**config.mk**
```make
export PLATFORM = sky130hd
export DESIGN_NAME = uart_word_rx
export DESIGN_NICKNAME = d
export VERILOG_FILES = /design/src/common/uart_rx_pkg.sv /design/src/uart_rx/oversample_timer.sv /design/src/uart_rx/rx_frame_fsm.sv /design/src/uart_rx/rx_deframer.sv /design/src/uart_rx/word_assembler.sv /design/src/rtl/uart_word_rx.sv
export VERILOG_INCLUDE_DIRS = /design/src /design/src/common
export SDC_FILE = /design/constraint.sdc
export NUM_CORES = 1
export LEC_CHECK = 0
export BUFFER_PORTS_ARGS = -buffer_cell sky130_fd_sc_hd__buf_2
export CELL_PAD_IN_SITES_DETAIL_PLACEMENT = 1
export CELL_PAD_IN_SITES_GLOBAL_PLACEMENT = 1
export CORE_ASPECT_RATIO = 0.75
export CORE_MARGIN = 2
export CORE_UTILIZATION = 51
export CTS_CLUSTER_DIAMETER = 200
export DETAILED_ROUTE_END_ITERATION = 12
export PLACE_DENSITY = 0.86
export SLEW_MARGIN = 15
export SYNTH_ARGS = -nofsm -noshare
export SYNTH_HDL_FRONTEND = slang
export SYNTH_SLANG_ARGS = --single-unit
```
**constraint.sdc**
```tcl
create_clock -name clk -period 4.7 [get_ports clk]
set_input_delay 0.94 -clock clk [delete_from_list [all_inputs] [get_ports clk]]
set_output_delay 0.94 -clock clk [all_outputs]
set_load 0.02 [all_outputs]
```
**src/common/uart_rx_defs.svh**
```systemverilog
`ifndef UART_RX_DEFS_SVH
`define UART_RX_DEFS_SVH

// sample ticks per bit
`define UART_OVERSAMPLE 32

// frame layout: start, data, parity, stop
`define UART_DATA_BITS 8
`define UART_FRAME_BITS 11

// clk cycles per sample tick, one entry per baud select
`define UART_DIV_0 5208
`define UART_DIV_1 1302
`define UART_DIV_2 326
`define UART_DIV_3 163
`define UART_DIV_4 81
`define UART_DIV_5 41
`define UART_DIV_6 27
`define UART_DIV_7 2

// word shown when either byte of a pair was bad
`define UART_ERROR_WORD 16'hFFFF

`endif

```
**src/common/uart_rx_pkg.sv**
```systemverilog
`default_nettype none

package uart_rx_pkg;

  // widths with a meaning of their own
  typedef logic [2:0]  baud_sel_t;
  typedef logic [12:0] divisor_t;
  typedef logic [4:0]  sample_count_t;
  typedef logic [3:0]  bit_index_t;
  typedef logic [7:0]  byte_t;
  typedef logic [7:0]  key_t;
  typedef logic [15:0] word_t;

  // one state per field of the serial frame
  typedef enum logic [2:0] {
    idle,
    start_bit,
    data_bits,
    parity_bit,
    stop_bit
  } rx_state_t;

  // sampling controls from the frame FSM
  typedef struct packed {
    bit_index_t bit_index;
    logic       take_first;
    logic       take_check;
    logic       frame_done;
  } rx_ctrl_t;

  // one received byte with its error flags
  typedef struct packed {
    byte_t data;
    logic  parity_error;
    logic  frame_error;
  } rx_byte_t;

endpackage

`default_nettype wire

```
**src/uart_rx/oversample_timer.sv**
```systemverilog
`timescale 1ns/1ps
`default_nettype none

`include "uart_rx_defs.svh"

module oversample_timer (
  input  logic                       clk,
  input  logic                       reset,
  input  logic                       run,
  input  uart_rx_pkg::baud_sel_t     baud_select,
  output logic                       tick,
  output uart_rx_pkg::sample_count_t sample_count
);
  import uart_rx_pkg::*;

  divisor_t divisor;
  divisor_t div_count;

  // divisor lookup
  always_comb
  begin
    case (baud_select)
      3'd0:    divisor = divisor_t'(`UART_DIV_0);
      3'd1:    divisor = divisor_t'(`UART_DIV_1);
      3'd2:    divisor = divisor_t'(`UART_DIV_2);
      3'd3:    divisor = divisor_t'(`UART_DIV_3);
      3'd4:    divisor = divisor_t'(`UART_DIV_4);
      3'd5:    divisor = divisor_t'(`UART_DIV_5);
      3'd6:    divisor = divisor_t'(`UART_DIV_6);
      default: divisor = divisor_t'(`UART_DIV_7);
    endcase
  end

  // one tick on the last cycle of each divisor period
  assign tick = run && (div_count == divisor - divisor_t'(1));

  always_ff @(posedge clk or negedge reset)
  begin
    if (!reset)
      div_count <= '0;
    else if (!run || tick)
      div_count <= '0;
    else
      div_count <= div_count + divisor_t'(1);
  end

  // position of the tick inside the bit, wraps after 32
  always_ff @(posedge clk or negedge reset)
  begin
    if (!reset)
      sample_count <= '0;
    else if (!run)
      sample_count <= '0;
    else if (tick)
    begin
      if (sample_count == sample_count_t'(`UART_OVERSAMPLE - 1))
        sample_count <= '0;
      else
        sample_count <= sample_count + sample_count_t'(1);
    end
  end

endmodule

`default_nettype wire

```
**src/uart_rx/rx_frame_fsm.sv**
```systemverilog
`timescale 1ns/1ps
`default_nettype none

module rx_frame_fsm (
  input  logic                       clk,
  input  logic                       reset,
  input  logic                       rxd_sync,
  input  logic                       tick,
  input  uart_rx_pkg::sample_count_t sample_count,
  output logic                       run,
  output uart_rx_pkg::rx_ctrl_t      ctrl
);
  import uart_rx_pkg::*;

  // frame positions: 0 start, 1 to 8 data, 9 parity, 10 stop
  localparam bit_index_t    last_data_index = 4'd8;
  localparam sample_count_t first_sample    = 5'd1;
  localparam sample_count_t last_sample     = 5'd31;

  rx_state_t  state;
  bit_index_t bit_index;
  logic       bit_end;

  assign bit_end = tick && (sample_count == last_sample);

  // the timer only runs while a frame is in progress
  assign run = (state != idle);

  always_ff @(posedge clk or negedge reset)
  begin
    if (!reset)
    begin
      state     <= idle;
      bit_index <= '0;
    end
    else
    begin
      case (state)
        idle:
        begin
          bit_index <= '0;
          // falling edge of the start bit
          if (!rxd_sync)
            state <= start_bit;
        end
        start_bit:
        begin
          if (bit_end)
          begin
            state     <= data_bits;
            bit_index <= bit_index + bit_index_t'(1);
          end
        end
        data_bits:
        begin
          if (bit_end)
          begin
            bit_index <= bit_index + bit_index_t'(1);
            if (bit_index == last_data_index)
              state <= parity_bit;
          end
        end
        parity_bit:
        begin
          if (bit_end)
          begin
            state     <= stop_bit;
            bit_index <= bit_index + bit_index_t'(1);
          end
        end
        default:
        begin
          if (bit_end)
          begin
            state     <= idle;
            bit_index <= '0;
          end
        end
      endcase
    end
  end

  // sample controls decoded from the tick position
  always_comb
  begin
    ctrl.bit_index  = bit_index;
    ctrl.take_first = tick && (sample_count == first_sample);
    // odd counts from 3 up
    ctrl.take_check = tick && sample_count[0] && (sample_count != first_sample);
    ctrl.frame_done = bit_end && (state == stop_bit);
  end

endmodule

`default_nettype wire

```
**src/uart_rx/rx_deframer.sv**
```systemverilog
`timescale 1ns/1ps
`default_nettype none

module rx_deframer (
  input  logic                  clk,
  input  logic                  reset,
  input  logic                  rxd,
  input  uart_rx_pkg::key_t     key,
  input  uart_rx_pkg::rx_ctrl_t ctrl,
  output logic                  rxd_sync,
  output uart_rx_pkg::rx_byte_t rx_byte,
  output logic                  byte_valid
);
  import uart_rx_pkg::*;

  logic [1:0]  sync_ff;
  logic [10:0] frame_bits;
  logic        unstable;
  logic        mismatch;
  logic        unstable_now;
  byte_t       received;

  // line idles high, so the synchronizer resets to ones
  always_ff @(posedge clk or negedge reset)
  begin
    if (!reset)
      sync_ff <= 2'b11;
    else
      sync_ff <= {sync_ff[0], rxd};
  end

  assign rxd_sync = sync_ff[1];

  // first sample of each bit lands in its frame slot
  always_ff @(posedge clk)
  begin
    if (ctrl.take_first)
      frame_bits[ctrl.bit_index] <= rxd_sync;
  end

  // later samples must agree with the first one
  assign mismatch     = ctrl.take_check && (rxd_sync != frame_bits[ctrl.bit_index]);
  assign unstable_now = unstable || mismatch;

  always_ff @(posedge clk or negedge reset)
  begin
    if (!reset)
      unstable <= 1'b0;
    else if (ctrl.take_first && (ctrl.bit_index == '0))
      unstable <= 1'b0;
    else if (mismatch)
      unstable <= 1'b1;
  end

  assign received = frame_bits[8:1];

  // byte is formed on the last tick of the stop bit
  always_ff @(posedge clk or negedge reset)
  begin
    if (!reset)
    begin
      rx_byte    <= '0;
      byte_valid <= 1'b0;
    end
    else
    begin
      byte_valid <= ctrl.frame_done;
      if (ctrl.frame_done)
      begin
        // decryption wraps modulo 256
        rx_byte.data         <= received + key;
        rx_byte.parity_error <= frame_bits[9] != (^received);
        rx_byte.frame_error  <= frame_bits[0] || !frame_bits[10] || unstable_now;
      end
    end
  end

endmodule

`default_nettype wire

```
**src/uart_rx/word_assembler.sv**
```systemverilog
`timescale 1ns/1ps
`default_nettype none

`include "uart_rx_defs.svh"

module word_assembler (
  input  logic                  clk,
  input  logic                  reset,
  input  uart_rx_pkg::rx_byte_t rx_byte,
  input  logic                  byte_valid,
  output uart_rx_pkg::word_t    word,
  output logic                  word_valid
);
  import uart_rx_pkg::*;

  logic  slot;
  logic  pair_error;
  logic  byte_error;
  byte_t high_byte;

  assign byte_error = rx_byte.parity_error || rx_byte.frame_error;

  // first byte of a pair is kept as the high half
  always_ff @(posedge clk)
  begin
    if (byte_valid && !slot)
      high_byte <= rx_byte.data;
  end

  always_ff @(posedge clk or negedge reset)
  begin
    if (!reset)
    begin
      slot       <= 1'b0;
      pair_error <= 1'b0;
      word       <= word_t'(`UART_ERROR_WORD);
      word_valid <= 1'b0;
    end
    else
    begin
      word_valid <= 1'b0;
      if (byte_valid)
      begin
        // bad bytes still take their slot
        slot <= !slot;
        if (!slot)
          pair_error <= byte_error;
        else
        begin
          word_valid <= 1'b1;
          if (pair_error || byte_error)
            word <= word_t'(`UART_ERROR_WORD);
          else
            word <= {high_byte, rx_byte.data};
        end
      end
    end
  end

endmodule

`default_nettype wire

```
**src/rtl/uart_word_rx.sv**
```systemverilog
`timescale 1ns/1ps
`default_nettype none

module uart_word_rx (
  input  logic                   clk,
  input  logic                   reset,
  input  logic                   rxd,
  input  uart_rx_pkg::baud_sel_t baud_select,
  input  uart_rx_pkg::key_t      key,
  output uart_rx_pkg::rx_byte_t  rx_byte,
  output logic                   byte_valid,
  output uart_rx_pkg::word_t     word,
  output logic                   word_valid
);
  import uart_rx_pkg::*;

  logic          run;
  logic          tick;
  logic          rxd_sync;
  sample_count_t sample_count;
  rx_ctrl_t      ctrl;

  oversample_timer u_oversample_timer (
    .clk          (clk),
    .reset        (reset),
    .run          (run),
    .baud_select  (baud_select),
    .tick         (tick),
    .sample_count (sample_count)
  );

  rx_frame_fsm u_rx_frame_fsm (
    .clk          (clk),
    .reset        (reset),
    .rxd_sync     (rxd_sync),
    .tick         (tick),
    .sample_count (sample_count),
    .run          (run),
    .ctrl         (ctrl)
  );

  rx_deframer u_rx_deframer (
    .clk        (clk),
    .reset      (reset),
    .rxd        (rxd),
    .key        (key),
    .ctrl       (ctrl),
    .rxd_sync   (rxd_sync),
    .rx_byte    (rx_byte),
    .byte_valid (byte_valid)
  );

  // byte pairs into words
  word_assembler u_word_assembler (
    .clk        (clk),
    .reset      (reset),
    .rx_byte    (rx_byte),
    .byte_valid (byte_valid),
    .word       (word),
    .word_valid (word_valid)
  );

endmodule

`default_nettype wire

```
Yosys cells after proc, flatten, opt, wreduce, memory -nomap -nowiden
Index checks and enable logic that the tools add are counted.
{"block": "word_totals", "elab_cells": 104, "register_bits": 77, "out_inout_bits": 28}
{"block": "classes", "eq_ne": 24, "bitwise": 1, "n_lt_le_gt_ge": 2, "n_reduce_logical": 31, "n_addsub": 5, "n_mux": 25}
{"operator": "$pmux W13 S7", "count": 1}
{"operator": "$mux W3", "count": 6}
{"operator": "$mux W16", "count": 1}
{"operator": "$mux W5", "count": 3}
{"operator": "$add A13 B1 Y13 const B", "count": 1}
{"operator": "$eq A13 B13 Y1", "count": 1}
{"operator": "$mux W13", "count": 1}
{"operator": "$sub A13 B1 Y13 const B", "count": 1}
{"operator": "$eq A3 B2 Y1 const B", "count": 4}
{"operator": "$eq A3 B3 Y1 const B", "count": 4}
{"operator": "$pmux W3 S4", "count": 1}
{"operator": "$bwmux W11", "count": 1}
{"operator": "$logic_and A1 B1 Y1", "count": 10}
{"operator": "$ne A2 B1 Y1 const B", "count": 5}
{"operator": "$add A8 B8 Y8", "count": 1}
{"operator": "$mux W4", "count": 2}
{"operator": "$pmux W4 S2", "count": 1}
{"operator": "$reduce_xor A8 Y1", "count": 1}
{"operator": "$eq A3 B1 Y1 const B", "count": 2}
{"operator": "$logic_not A3 Y1", "count": 2}
{"operator": "$logic_or A1 B1 Y1", "count": 6}
{"operator": "$mux W1", "count": 6}
{"operator": "$reduce_and A2 Y1", "count": 3}
{"operator": "$reduce_and A6 Y1", "count": 1}
{"operator": "other kinds (18)", "count": 23}

Longest topological paths before layout
Gate-level depths: netlist of the first run.
{"block": "logic_depth", "word_depth": 10, "ltp_mapped": 13, "depth_no_buf": 10}

Hierarchy
From an unflattened synthesis of the first run, not the netlist that was laid out.
{"block": "hier_totals", "cells_unflattened": 423, "hier_area_um2": 4504.3}
{"module": "rx_deframer", "area_each_um2": 1452.6, "cells_each": 132, "n_inst": 1}
{"module": "oversample_timer", "area_each_um2": 1353.8, "cells_each": 154, "n_inst": 1}
{"module": "word_assembler", "area_each_um2": 1243.7, "cells_each": 89, "n_inst": 1}
{"module": "rx_frame_fsm", "area_each_um2": 454.2, "cells_each": 48, "n_inst": 1}

Worst setup path after synthesis of the first run
Ideal clock, no wire load.
{"block": "synth_timing", "path_type": "in2reg", "start": "input port baud_select[0]", "end": "register u_rx_deframer.frame_bits[0], enable pin", "arrival_time_ns": 3.020, "setup_time_ns": 0.293, "slack_ns": 1.388, "path_stages": 12, "path_buffers": 2, "required_ns": 4.407, "path_cell_list": "buf_4 > nand2_1 > xnor2_1 > ha_1 > buf_6 > or3b_1 > o211ai_1 > and3b_1 > o21a_4 > nand4bb_1 > nor3_1 > and2_1"}
{"block": "synth_via", "elab_chain_len": 6, "word_cells_on_any_way": 12, "cone_classes": "add/sub (1); eq/ne (7); mux (1); reduce/logical (3)"}
{"item": "start, declared", "line": "uart_word_rx.sv:8", "source": "input uart_rx_pkg::baud_sel_t baud_select,"}
{"item": "$eq A3 B3 Y1, or another cell as far along", "line": "oversample_timer.sv:22", "source": "case (baud_select)"}
{"item": "$pmux W13 S7 (*)", "line": "oversample_timer.sv:22"}
{"item": "$sub A13 B1 Y13 (*)", "line": "oversample_timer.sv:35", "source": "assign tick = run && (div_count == divisor - divisor_t'(1));"}
{"item": "$eq A13 B13 Y1 (*)", "line": "oversample_timer.sv:35"}
{"item": "$logic_and A1 B1 Y1 (*)", "line": "oversample_timer.sv:35"}
{"item": "$logic_and A1 B1 Y1 (*)", "line": "rx_frame_fsm.sv:87", "source": "ctrl.take_first = tick && (sample_count == first_sample);"}
{"item": "end signal, assigned by index", "line": "rx_deframer.sv:38", "source": "frame_bits[ctrl.bit_index] <= rxd_sync;"}
{"item": "end, declared", "line": "rx_deframer.sv:17", "source": "logic [10:0] frame_bits;"}
Mark *: on every way between the ends. The rest lies on a longest branch, timed or not.
A chain may end at the register's enable or synchronous reset.

Worst setup path after layout of the first run
{"block": "layout_timing", "start": "input port baud_select[1]", "end": "register u_rx_deframer.frame_bits[0], enable pin"}
Same word-level chain as after synthesis.

==> flow_metrics.tcl, run 1 <==
set metrics [dict create \
    wl_met1_um 4630 \
    track_usage_pct 23.3 \
    grt_pass1_vias 3112 \
    gp_congestion 0.791 \
    max-cap-violations 0 \
    hpwl_um 7020 \
    highest_layer "met4" \
    cp-end-kind "register" \
    route.detailed.vias_per_inst 5.79 \
    clockBufferDepth 2 \
    slew_headroom_pct 43.1 \
    vias 3013 \
    period_share_pct 74.6 \
    multi_input_area_um2 1960 \
    root_buffer "clkbuf_8" \
    synth_top_flop_cell "dfrtp_1" \
    synth_top_area_share_pct 24.0 \
    hold_depth 0 \
    crit_required_ps 4770 \
    yosys_warnings 0 \
    synthCells 377 \
    cts.sinks 77 \
    drcViolationCount 0 \
    clock.fmax_mhz 285 \
    syn2layout_area_growth_pct 10.1 \
    rr_worst_depth 7 \
    cts_tree "done" \
    finalHoldViolCount 0 \
    wl_met3_um 270 \
    fill_cells 872 \
    row_count 28 \
    ant_nets 0 \
    power_density_nw_per_um2 336 \
    cp_cell_sequence "buf_2 -> nand2_1 -> xnor2_1 -> ha_1 -> or3b_1 -> o211ai_1 -> and3b_1 -> o21a_4 -> nand4bb_1 -> nor3_1 -> and2_1" \
    ys_top_cells_by_area "dfrtp_1, edfxtp_1, dfstp_2" \
    antenna_cells 0 \
    coreArea_um2 7920 \
    drt_wl_total_um 9760 \
    worstHoldPathType "register to register" \
    outcome "completed" \
    grt_pass1_wl_um 15900 \
    startpoint_type "input pin" \
    crit_slowest_cell "nor3_1" \
    grt_max_degree 59 \
    die_area_um2 8930 \
    rsz0062_at_grt "no" \
    grt_overflow 0 \
    p_leak_nw 1.98 \
    final.min_clock_period_ps 3510 \
    final_common_cell "buf_2" \
    ys_types 63 \
    cts_resized 0 \
    die_h_um 82.3 \
    clock_latency_ps 360 \
    clock-skew-final_ps 17.9 \
    worst_pin_slew_ps 842 \
    dp_slack_ps 848 \
    synth_top_cell_by_area "dfrtp_1" \
    antenna_found_initial 0 \
    final_cell_mix "buf_2, dfrtp_1, nor2_1, xnor2_1" \
    syn-cell-area_um2 4170 \
    path_class "input pin to register" \
    firstDrtPassIters 4 \
    routedWlPerCell_um 18.8 \
    worstPathArrival_ps 3580 \
    ys_seq_area_share_pct 49.0 \
    worst_ir_drop_vdd_v 0.000197 \
    post_cts_buffers 0 \
    clk_pin_slew_ps 100 \
    cts_hold_buf 0 \
    syn_avg_cell_area_um2 11.1 \
    setup_viol 0 \
    cts.htree.levels 3 \
    fp.dieW_um 108 \
    drv_slew 0 \
    register_area_um2 2040 \
    synth-async-reset-ratio_pct 75.3 \
    final.setup.tns_ps 0 \
    slowest_delay_ps 450 \
    wl_met2_um 4760 \
    io_pins 42 \
    cts_made_buffers 9 \
    syn_nets 408 \
    io_buffers 41 \
    layout_setup_ws_ps 1190 \
    final_layout_size_suffix_gt1_share_pct 22.7 \
    synth-edff-count 19 \
    ys_ff_latch 77 \
    final_nets 441 \
    report.power.total_mw 1.54 \
    drt_iter0_markers 177 \
    start_util_pct 52.7 \
    path_max_fanout 18 \
]
registers in the layout (all words and copies together), names as in the netlist:
name and flops:
u_word_assembler.word 16, u_oversample_timer.div_count 13, u_rx_deframer.frame_bits 11, u_rx_deframer.rx_byte 10
u_word_assembler.high_byte 8, u_oversample_timer.sample_count 5, u_rx_frame_fsm.bit_index 4, u_rx_frame_fsm.state 3
u_rx_deframer.sync_ff 2, u_rx_deframer.byte_valid 1, u_rx_deframer.unstable 1, u_word_assembler.pair_error 1
u_word_assembler.slot 1, u_word_assembler.word_valid 1
routing by layer:
metal | track usage [%] | vias to the layer above
met4 | 6.79 | 0
met1 | 30.4 | 1528
met2 | 40.2 | 59
met5 | 0 | -
li1 | - | 1416
met3 | 4.16 | 10
cell usage after synthesis, types with 4 or more instances:
| master | n |
|---|---|
| a21o_1 | 5 |
| a21oi_1 | 19 |
| and2_1 | 13 |
| and3_1 | 8 |
| buf_4 | 4 |
| clkbuf_1 | 11 |
| dfrtp_1 | 40 |
| dfstp_2 | 18 |
| edfxtp_1 | 19 |
| ha_1 | 16 |
| inv_1 | 13 |
| mux2_4 | 8 |
| mux2i_1 | 5 |
| nand2_1 | 18 |
| nand3_1 | 9 |
| nand3b_1 | 9 |
| nor2_1 | 25 |
| nor3_1 | 6 |
| nor3b_1 | 4 |
| o211ai_1 | 4 |
| o21ai_0 | 16 |
| o21bai_1 | 4 |
| o22a_1 | 16 |
| or3_1 | 4 |
| xnor2_1 | 20 |
| xor2_1 | 15 |
stage by stage:
step | util (%) | hold WS (ps) | instances | area (µm²)
global route | 58.0 | 353 | 520 | 4590
CTS | 58.0 | 348 | 520 | 4590
detailed placement | 55.6 | 347 | 504 | 4400
finish | 58.0 | 348 | 520 | 4590
floorplan | - | 345 | 377 | 4170
global placement | 55.6 | 346 | 504 | 4400
power breakdown:
group	total [mW]	internal, mW	switching (mW)	leakage, nW
Clock	0.492	0.204	0.288	0.0903
Sequential	0.797	0.725	0.0714	0.880
Combinational	0.253	0.109	0.144	1.01
critical path: cells and delay by family:
kind | cells | cell delay (ps)
adder cells (fa/ha/maj) | 1 | 300
buffers and inverters | 1 | 300
XOR/XNOR | 1 | 160
AO/OA/AOI/OAI | 2 | 260
AND/OR/NAND/NOR | 6 | 1630
cell families (layout without fill, tap and decap cells):
kind of cell             after synthesis  in the layout  synth area share (%)
AND/OR/NAND/NOR                      117            117                  16.2
XOR/XNOR                              35             35                  7.35
adder cells (fa/ha/maj)               17             17                  5.28
multiplexers                          13             13                  4.08
AO/OA/AOI/OAI                         84             84                  14.1
buffers and inverters                 34             72                  4.02
flip-flops                            77             77                  49.0
layout make-up:
cell class	instances	share of cell area, %
Sequential cell	77	44.5
Multi-Input combinational cell	266	42.7
Timing Repair Buffer	43	4.80
Tap cell	105	2.86
Clock buffer	9	2.70
Clock inverter	7	1.39
Inverter	13	1.06
worst paths after layout:
kind,start,end,slack [ps]
setup / recovery,baud_select[1],u_rx_deframer.frame_bits[0],1190
hold / removal,u_rx_deframer.sync_ff[0],u_rx_deframer.sync_ff[1],350
setup reg to reg,u_oversample_timer.sample_count[0],u_rx_deframer.rx_byte[7],1880
hold reg to reg,u_rx_deframer.sync_ff[0],u_rx_deframer.sync_ff[1],350
max in group asynchronous,reset,u_oversample_timer.sample_count[3],3480
min in group asynchronous,reset,u_rx_deframer.rx_byte[8],730
Note: power is estimated with default switching activity, not from simulation.
==> inputs of run 2 (changes only) <==
--- a/config.mk
+++ b/config.mk
@@ -11,10 +11,10 @@
 export CELL_PAD_IN_SITES_GLOBAL_PLACEMENT = 1
 export CORE_ASPECT_RATIO = 0.75
 export CORE_MARGIN = 2
-export CORE_UTILIZATION = 51
+export CORE_UTILIZATION = 43
 export CTS_CLUSTER_DIAMETER = 200
 export DETAILED_ROUTE_END_ITERATION = 12
-export PLACE_DENSITY = 0.86
+export PLACE_DENSITY = 0.78
 export SLEW_MARGIN = 15
 export SYNTH_ARGS = -nofsm -noshare
 export SYNTH_HDL_FRONTEND = slang
==> constraint.sdc (replaced) <==
create_clock -name clk -period 3 [get_ports clk]
set_input_delay 0.6 -clock clk [delete_from_list [all_inputs] [get_ports clk]]
set_output_delay 0.6 -clock clk [all_outputs]
set_load 0.02 [all_outputs]
==> run 2 against run 1 <==
  * Clock-buffer cell count stayed put
  * Clock skew down 10 ps
  * Sequential power increased by 56%
  * Critical endpoint is now u_rx_deframer.frame_bits[4]
==> flow_metrics.tcl, run 2 (synthesis gave the netlist of run 1 again) <==
set metrics [dict create \
    cts_hold_buf 0 \
    syn2layout_area_growth_pct 16.6 \
    fp.dieW_um 118 \
    slew_headroom_pct 44.2 \
    cp-end-kind "register" \
    io_pins 42 \
    worst_ir_drop_vdd_v 0.000352 \
    crit_family "simple AND/OR/NAND/NOR gates" \
    grt_pass1_vias 3158 \
    path_max_fanout 4 \
    cts.sinks 77 \
    gp_congestion 0.851 \
    grtUsageMet3_pct 5.04 \
    vias 3064 \
    dp_cells 546 \
    max-cap-violations 0 \
    clock_latency_ps 350 \
    met1_usage_pct 25.5 \
    final.min_clock_period_ps 2840 \
    design_area_um2 4860 \
    io_buffers 41 \
    stdcell_count 562 \
    layout_setup_ws_ps 165 \
    routedWlPerCell_um 17.3 \
    post_cts_buffers 0 \
    final_cell_mix "buf_2, dfrtp_1, nor2_1, xnor2_1" \
    root_buffer "clkbuf_16" \
    slowest_delay_ps 460 \
    cts_tree "done" \
    top_register "u_word_assembler.word" \
    drcViolationCount 0 \
    track_usage_pct 19.8 \
    hpwl_um 7010 \
    place_area_um2 4580 \
    worst_pin_slew_ps 826 \
    fill_cells 1075 \
    clk_pin_slew_ps 60 \
    cts_resized 0 \
    setup_viol 0 \
    cts.htree.levels 3 \
    drt_wl_total_um 9740 \
    coreArea_um2 9540 \
    clock-skew-final_ps 7.62 \
    crit_slowest_cell "nor3_1" \
    drv_slew 0 \
    path_class "input pin to register" \
    firstDrtPassIters 4 \
    worstHoldPathType "input pin to async pin" \
    die_h_um 89.3 \
    startpoint_type "input pin" \
    clock.fmax_mhz 353 \
    drt_iter0_markers 169 \
    crit_required_ps 3060 \
    antenna_cells 0 \
    rsz0062_at_grt "no" \
    finalHoldViolCount 0 \
    top_regs "u_word_assembler.word x16, u_oversample_timer.div_count x13, u_rx_deframer.frame_bits x11" \
    largest_reg_flops 16 \
    row_count 31 \
    final_common_cell "buf_2" \
    final_layout_size_suffix_gt1_share_pct 25.3 \
    grt_max_degree 36 \
    cts_made_buffers 9 \
    path_buf_inv 1 \
    busiest_layer "met2" \
    power_density_nw_per_um2 556 \
    clockBufferDepth 2 \
    ant_nets 0 \
    route.detailed.vias_per_inst 5.45 \
    start_util_pct 43.7 \
    cp_cell_sequence "buf_2 -> nand2_1 -> xnor2_1 -> ha_1 -> or3b_1 -> o211ai_1 -> and3b_1 -> o21a_4 -> nand4bb_1 -> nor3_1 -> and2_1" \
    final_nets 456 \
    grtUsageMet2_pct 33.0 \
    dp_slack_ps -167 \
    grt_overflow 0 \
    r2r_slack_ps 460 \
    period_share_pct 94.5 \
    outcome "completed" \
    worstPathArrival_ps 2900 \
    final.setup.tns_ps 0 \
    die_area_um2 10500 \
    antenna_found_initial 0 \
    p_leak_nw 2.11 \
    grt_pass1_wl_um 16100 \
]
[run 2: changes by cell type in the layout (fill, tap and decap cells not counted), sizes merged]
cell,before,now
buf,43,58
[run 2: worst paths after layout]
path / cells past startpoint / startpoint / end
min in group clk: 1 / rxd / u_rx_deframer.sync_ff[0]
max reg2reg: 7 / u_oversample_timer.sample_count[0] / u_rx_deframer.rx_byte[9]
max: 11 / baud_select[1] / u_rx_deframer.frame_bits[4]
min: 1 / reset / u_oversample_timer.div_count[12]
min reg2reg: 0 / u_rx_deframer.sync_ff[0] / u_rx_deframer.sync_ff[1]
max in group asynchronous: 2 / reset / u_word_assembler.word[3]
[run 2: stage by stage]
stage          total power [mW]  hold slack, ps  util [%]
3_3_place_gp               1.65             346      48.0
5_1_grt                    2.84             315      51.0
2_1_floorplan              1.53             304         -
3_5_place_dp               1.68             351      48.0
6_report                   2.70             262      51.0
4_1_cts                    2.74             281      51.0
[run 2: layout make-up]
type                    count  area [µm²]  area share [%]
flip-flops and latches     77        2040            42.0
multi-input cells         266        1960            40.3
repair buffers             58         358            7.36
clock buffers               9         225            4.63
well taps                 132         165            3.40
clock inverters             7        63.8            1.31
inverters                  13        48.8            1.00
[run 2: worst reg2reg max path, stage by stage (launching register included)]
cell	delay [ps]
dfrtp_1	470
ha_1	230
and3_1	170
ha_1	190
nand2_1	110
or3_1	430
or2_1	440
mux2_4	380
[run 2: report_power, final]
part           internal (mW)  leakage [nW]  switching (mW)  total (mW)
clock network          0.578         0.136           0.469        1.05
registers               1.14         0.880           0.102        1.24
logic                  0.196          1.09           0.221       0.417
[run 2: per-layer routing]
metal	routed length [µm]	share of wire, %	vias up
met2	4650	48	57
met4	176	1.8	0
met1	4530	47	1541
met5	0	0	-
met3	376	3.9	17
li1	-	-	1449
==> inputs of run 3 (changes only) <==
--- a/config.mk
+++ b/config.mk
@@ -11,11 +11,13 @@
 export CELL_PAD_IN_SITES_GLOBAL_PLACEMENT = 1
 export CORE_ASPECT_RATIO = 0.75
 export CORE_MARGIN = 2
-export CORE_UTILIZATION = 43
+export CORE_UTILIZATION = 44
+export CTS_BUF_LIST = sky130_fd_sc_hd__clkbuf_2
 export CTS_CLUSTER_DIAMETER = 200
 export DETAILED_ROUTE_END_ITERATION = 12
-export PLACE_DENSITY = 0.78
+export PLACE_DENSITY = 0.79
 export SLEW_MARGIN = 15
 export SYNTH_ARGS = -nofsm -noshare
 export SYNTH_HDL_FRONTEND = slang
 export SYNTH_SLANG_ARGS = --single-unit
+export TNS_END_PERCENT = 10
==> run 3 against run 2 <==
  * Non-clock buffer count rose by 1
  * Clock skew rose by 35 ps
  * Setup slack improved by 240 ps
  * Fmax rose by 9.4%
  * Combinational power fell by 2%
  * Register-to-register slack improved by 40 ps
  * Flip-flop and latch count did not move
  * Worst hold slack got worse by 160 ps
  * Clock power fell by 49%
  * Highest routed layer unchanged
==> flow_metrics.tcl, run 3 (synthesis gave the netlist of run 1 again) <==
set metrics [dict create \
    outcome "completed" \
    setup_viol 0 \
    drv_slew 0 \
    ant_nets 0 \
    grt_pass1_vias 3080 \
    cp-end-kind "register" \
    worstPathArrival_ps 2900 \
    cts.htree.levels 3 \
    cts.sinks 77 \
    startpoint_type "input pin" \
    final.setup.tns_ps 0 \
    final.min_clock_period_ps 2590 \
    place_area_um2 4560 \
    clock-skew-final_ps 42.4 \
    largest_reg_flops 16 \
    coreArea_um2 9120 \
    layout_setup_ws_ps 408 \
    start_util_pct 45.7 \
    cts_resized 0 \
    die_h_um 88.3 \
    crit_family "simple AND/OR/NAND/NOR gates" \
    firstDrtPassIters 4 \
    grt_max_degree 22 \
    clock_latency_ps 580 \
    drt_iter0_markers 126 \
    clockBufferDepth 2 \
    row_count 30 \
    fp.dieW_um 116 \
    p_leak_nw 2.03 \
    slew_headroom_pct 43.5 \
    gp_congestion 0.857 \
    final_nets 457 \
    top_register "u_word_assembler.word" \
    worst_pin_slew_ps 846 \
    hpwl_um 7050 \
    antenna_found_initial 0 \
    die_area_um2 10300 \
    io_buffers 41 \
    worst_ir_drop_vdd_v 0.000271 \
    rsz0062_at_grt "no" \
    grt_pass1_wl_um 15400 \
    syn2layout_area_growth_pct 12.1 \
    clk_pin_slew_ps 220 \
    track_usage_pct 19.7 \
    power_density_nw_per_um2 467 \
    cts_tree "done" \
    routedWlPerCell_um 16.6 \
    drt_wl_total_um 9250 \
    max-cap-violations 0 \
    drcViolationCount 0 \
    vias 3014 \
    design_area_um2 4670 \
    finalHoldViolCount 0 \
    grt_overflow 0 \
    route.detailed.vias_per_inst 5.39 \
    antenna_cells 0 \
    period_share_pct 86.4 \
    top_regs "u_word_assembler.word x16, u_oversample_timer.div_count x13, u_rx_deframer.frame_bits x11" \
    fin_hold_ws_ps 106 \
    io_pins 42 \
    final_common_cell "buf_2" \
    cp_cell_sequence "buf_2 -> inv_1 -> xnor2_1 -> ha_1 -> or3b_1 -> o211ai_1 -> and3b_1 -> o21a_4 -> nand4bb_1 -> nor3_1 -> and2_1" \
    root_buffer "clkbuf_2" \
    path_max_fanout 4 \
    clock.fmax_mhz 386 \
    path_class "input pin to register" \
    crit_required_ps 3310 \
    path_buf_inv 2 \
    final_cell_mix "buf_2, dfrtp_1, nor2_1, xnor2_1" \
    crit_slowest_cell "nor3_1" \
    final_layout_size_suffix_gt1_share_pct 25.3 \
    slowest_delay_ps 420 \
    cts_made_buffers 9 \
    dp_slack_ps -210 \
    worstHoldPathType "input pin to register" \
]
[run 3: repair_timing]
item	in CTS	in global routing
endpoints found under the setup margin	0	0
hold buffers	1	0
buffers inserted	0	0
endpoints found under the hold margin	2	0
[run 3: power by group]
group	switching, mW	internal, mW
clock	0.406	0.126
combinational	0.215	0.195
sequential	0.102	1.14
total	0.722	1.46
[run 3: worst paths after layout]
path / cells after the start / endpoint / startpoint / slack (ps)
worst max-delay path: 11 / u_rx_deframer.frame_bits[6] / baud_select[2] / 410
worst min-delay path: 1 / u_rx_deframer.sync_ff[0] / rxd / 110
worst max register to register: 7 / u_rx_deframer.frame_bits[6] / u_oversample_timer.div_count[6] / 500
worst min register to register: 0 / u_rx_deframer.sync_ff[1] / u_rx_deframer.sync_ff[0] / 370
max in group asynchronous: 3 / u_rx_deframer.sync_ff[1] / reset / 1810
min in group asynchronous: 2 / u_word_assembler.word_valid / reset / 440
[run 3: final cells by class]
| cell class | instances | area [µm²] |
|---|---|---|
| fillers | 1018 | 4450 |
| flip-flops and latches | 77 | 2040 |
| multi-input cells | 266 | 1960 |
| repair buffers | 59 | 355 |
| well taps | 128 | 160 |
| clock inverters | 7 | 61.3 |
| inverters | 13 | 48.8 |
| clock buffers | 9 | 45.0 |
[run 3: metrics by stage]
step	total power [mW]	instances	util (%)
after floorplan	1.53	377	-
after global placement	1.65	542	50.0
after detailed placement	1.67	542	50.0
after CTS	2.21	559	51.2
after global routing	2.32	559	51.2
final	2.18	559	51.2
[run 3: metal layers]
layer | track usage, % | vias up | part of all wire [%]
li1 | - | 1452 | -
met5 | 0 | - | 0
met1 | 25.6 | 1500 | 47
met2 | 32.6 | 47 | 48
met4 | 6.71 | 0 | 1.2
met3 | 4.66 | 15 | 3.9
[run 3: worst register-to-register path, stage by stage, from the launching register on]
cell and delay (ps):
dfrtp_1 550, or3b_1 400, o211ai_1 100, and3b_1 200, o21a_4 160, nand4bb_1 220
nor3_1 420, and2_1 200
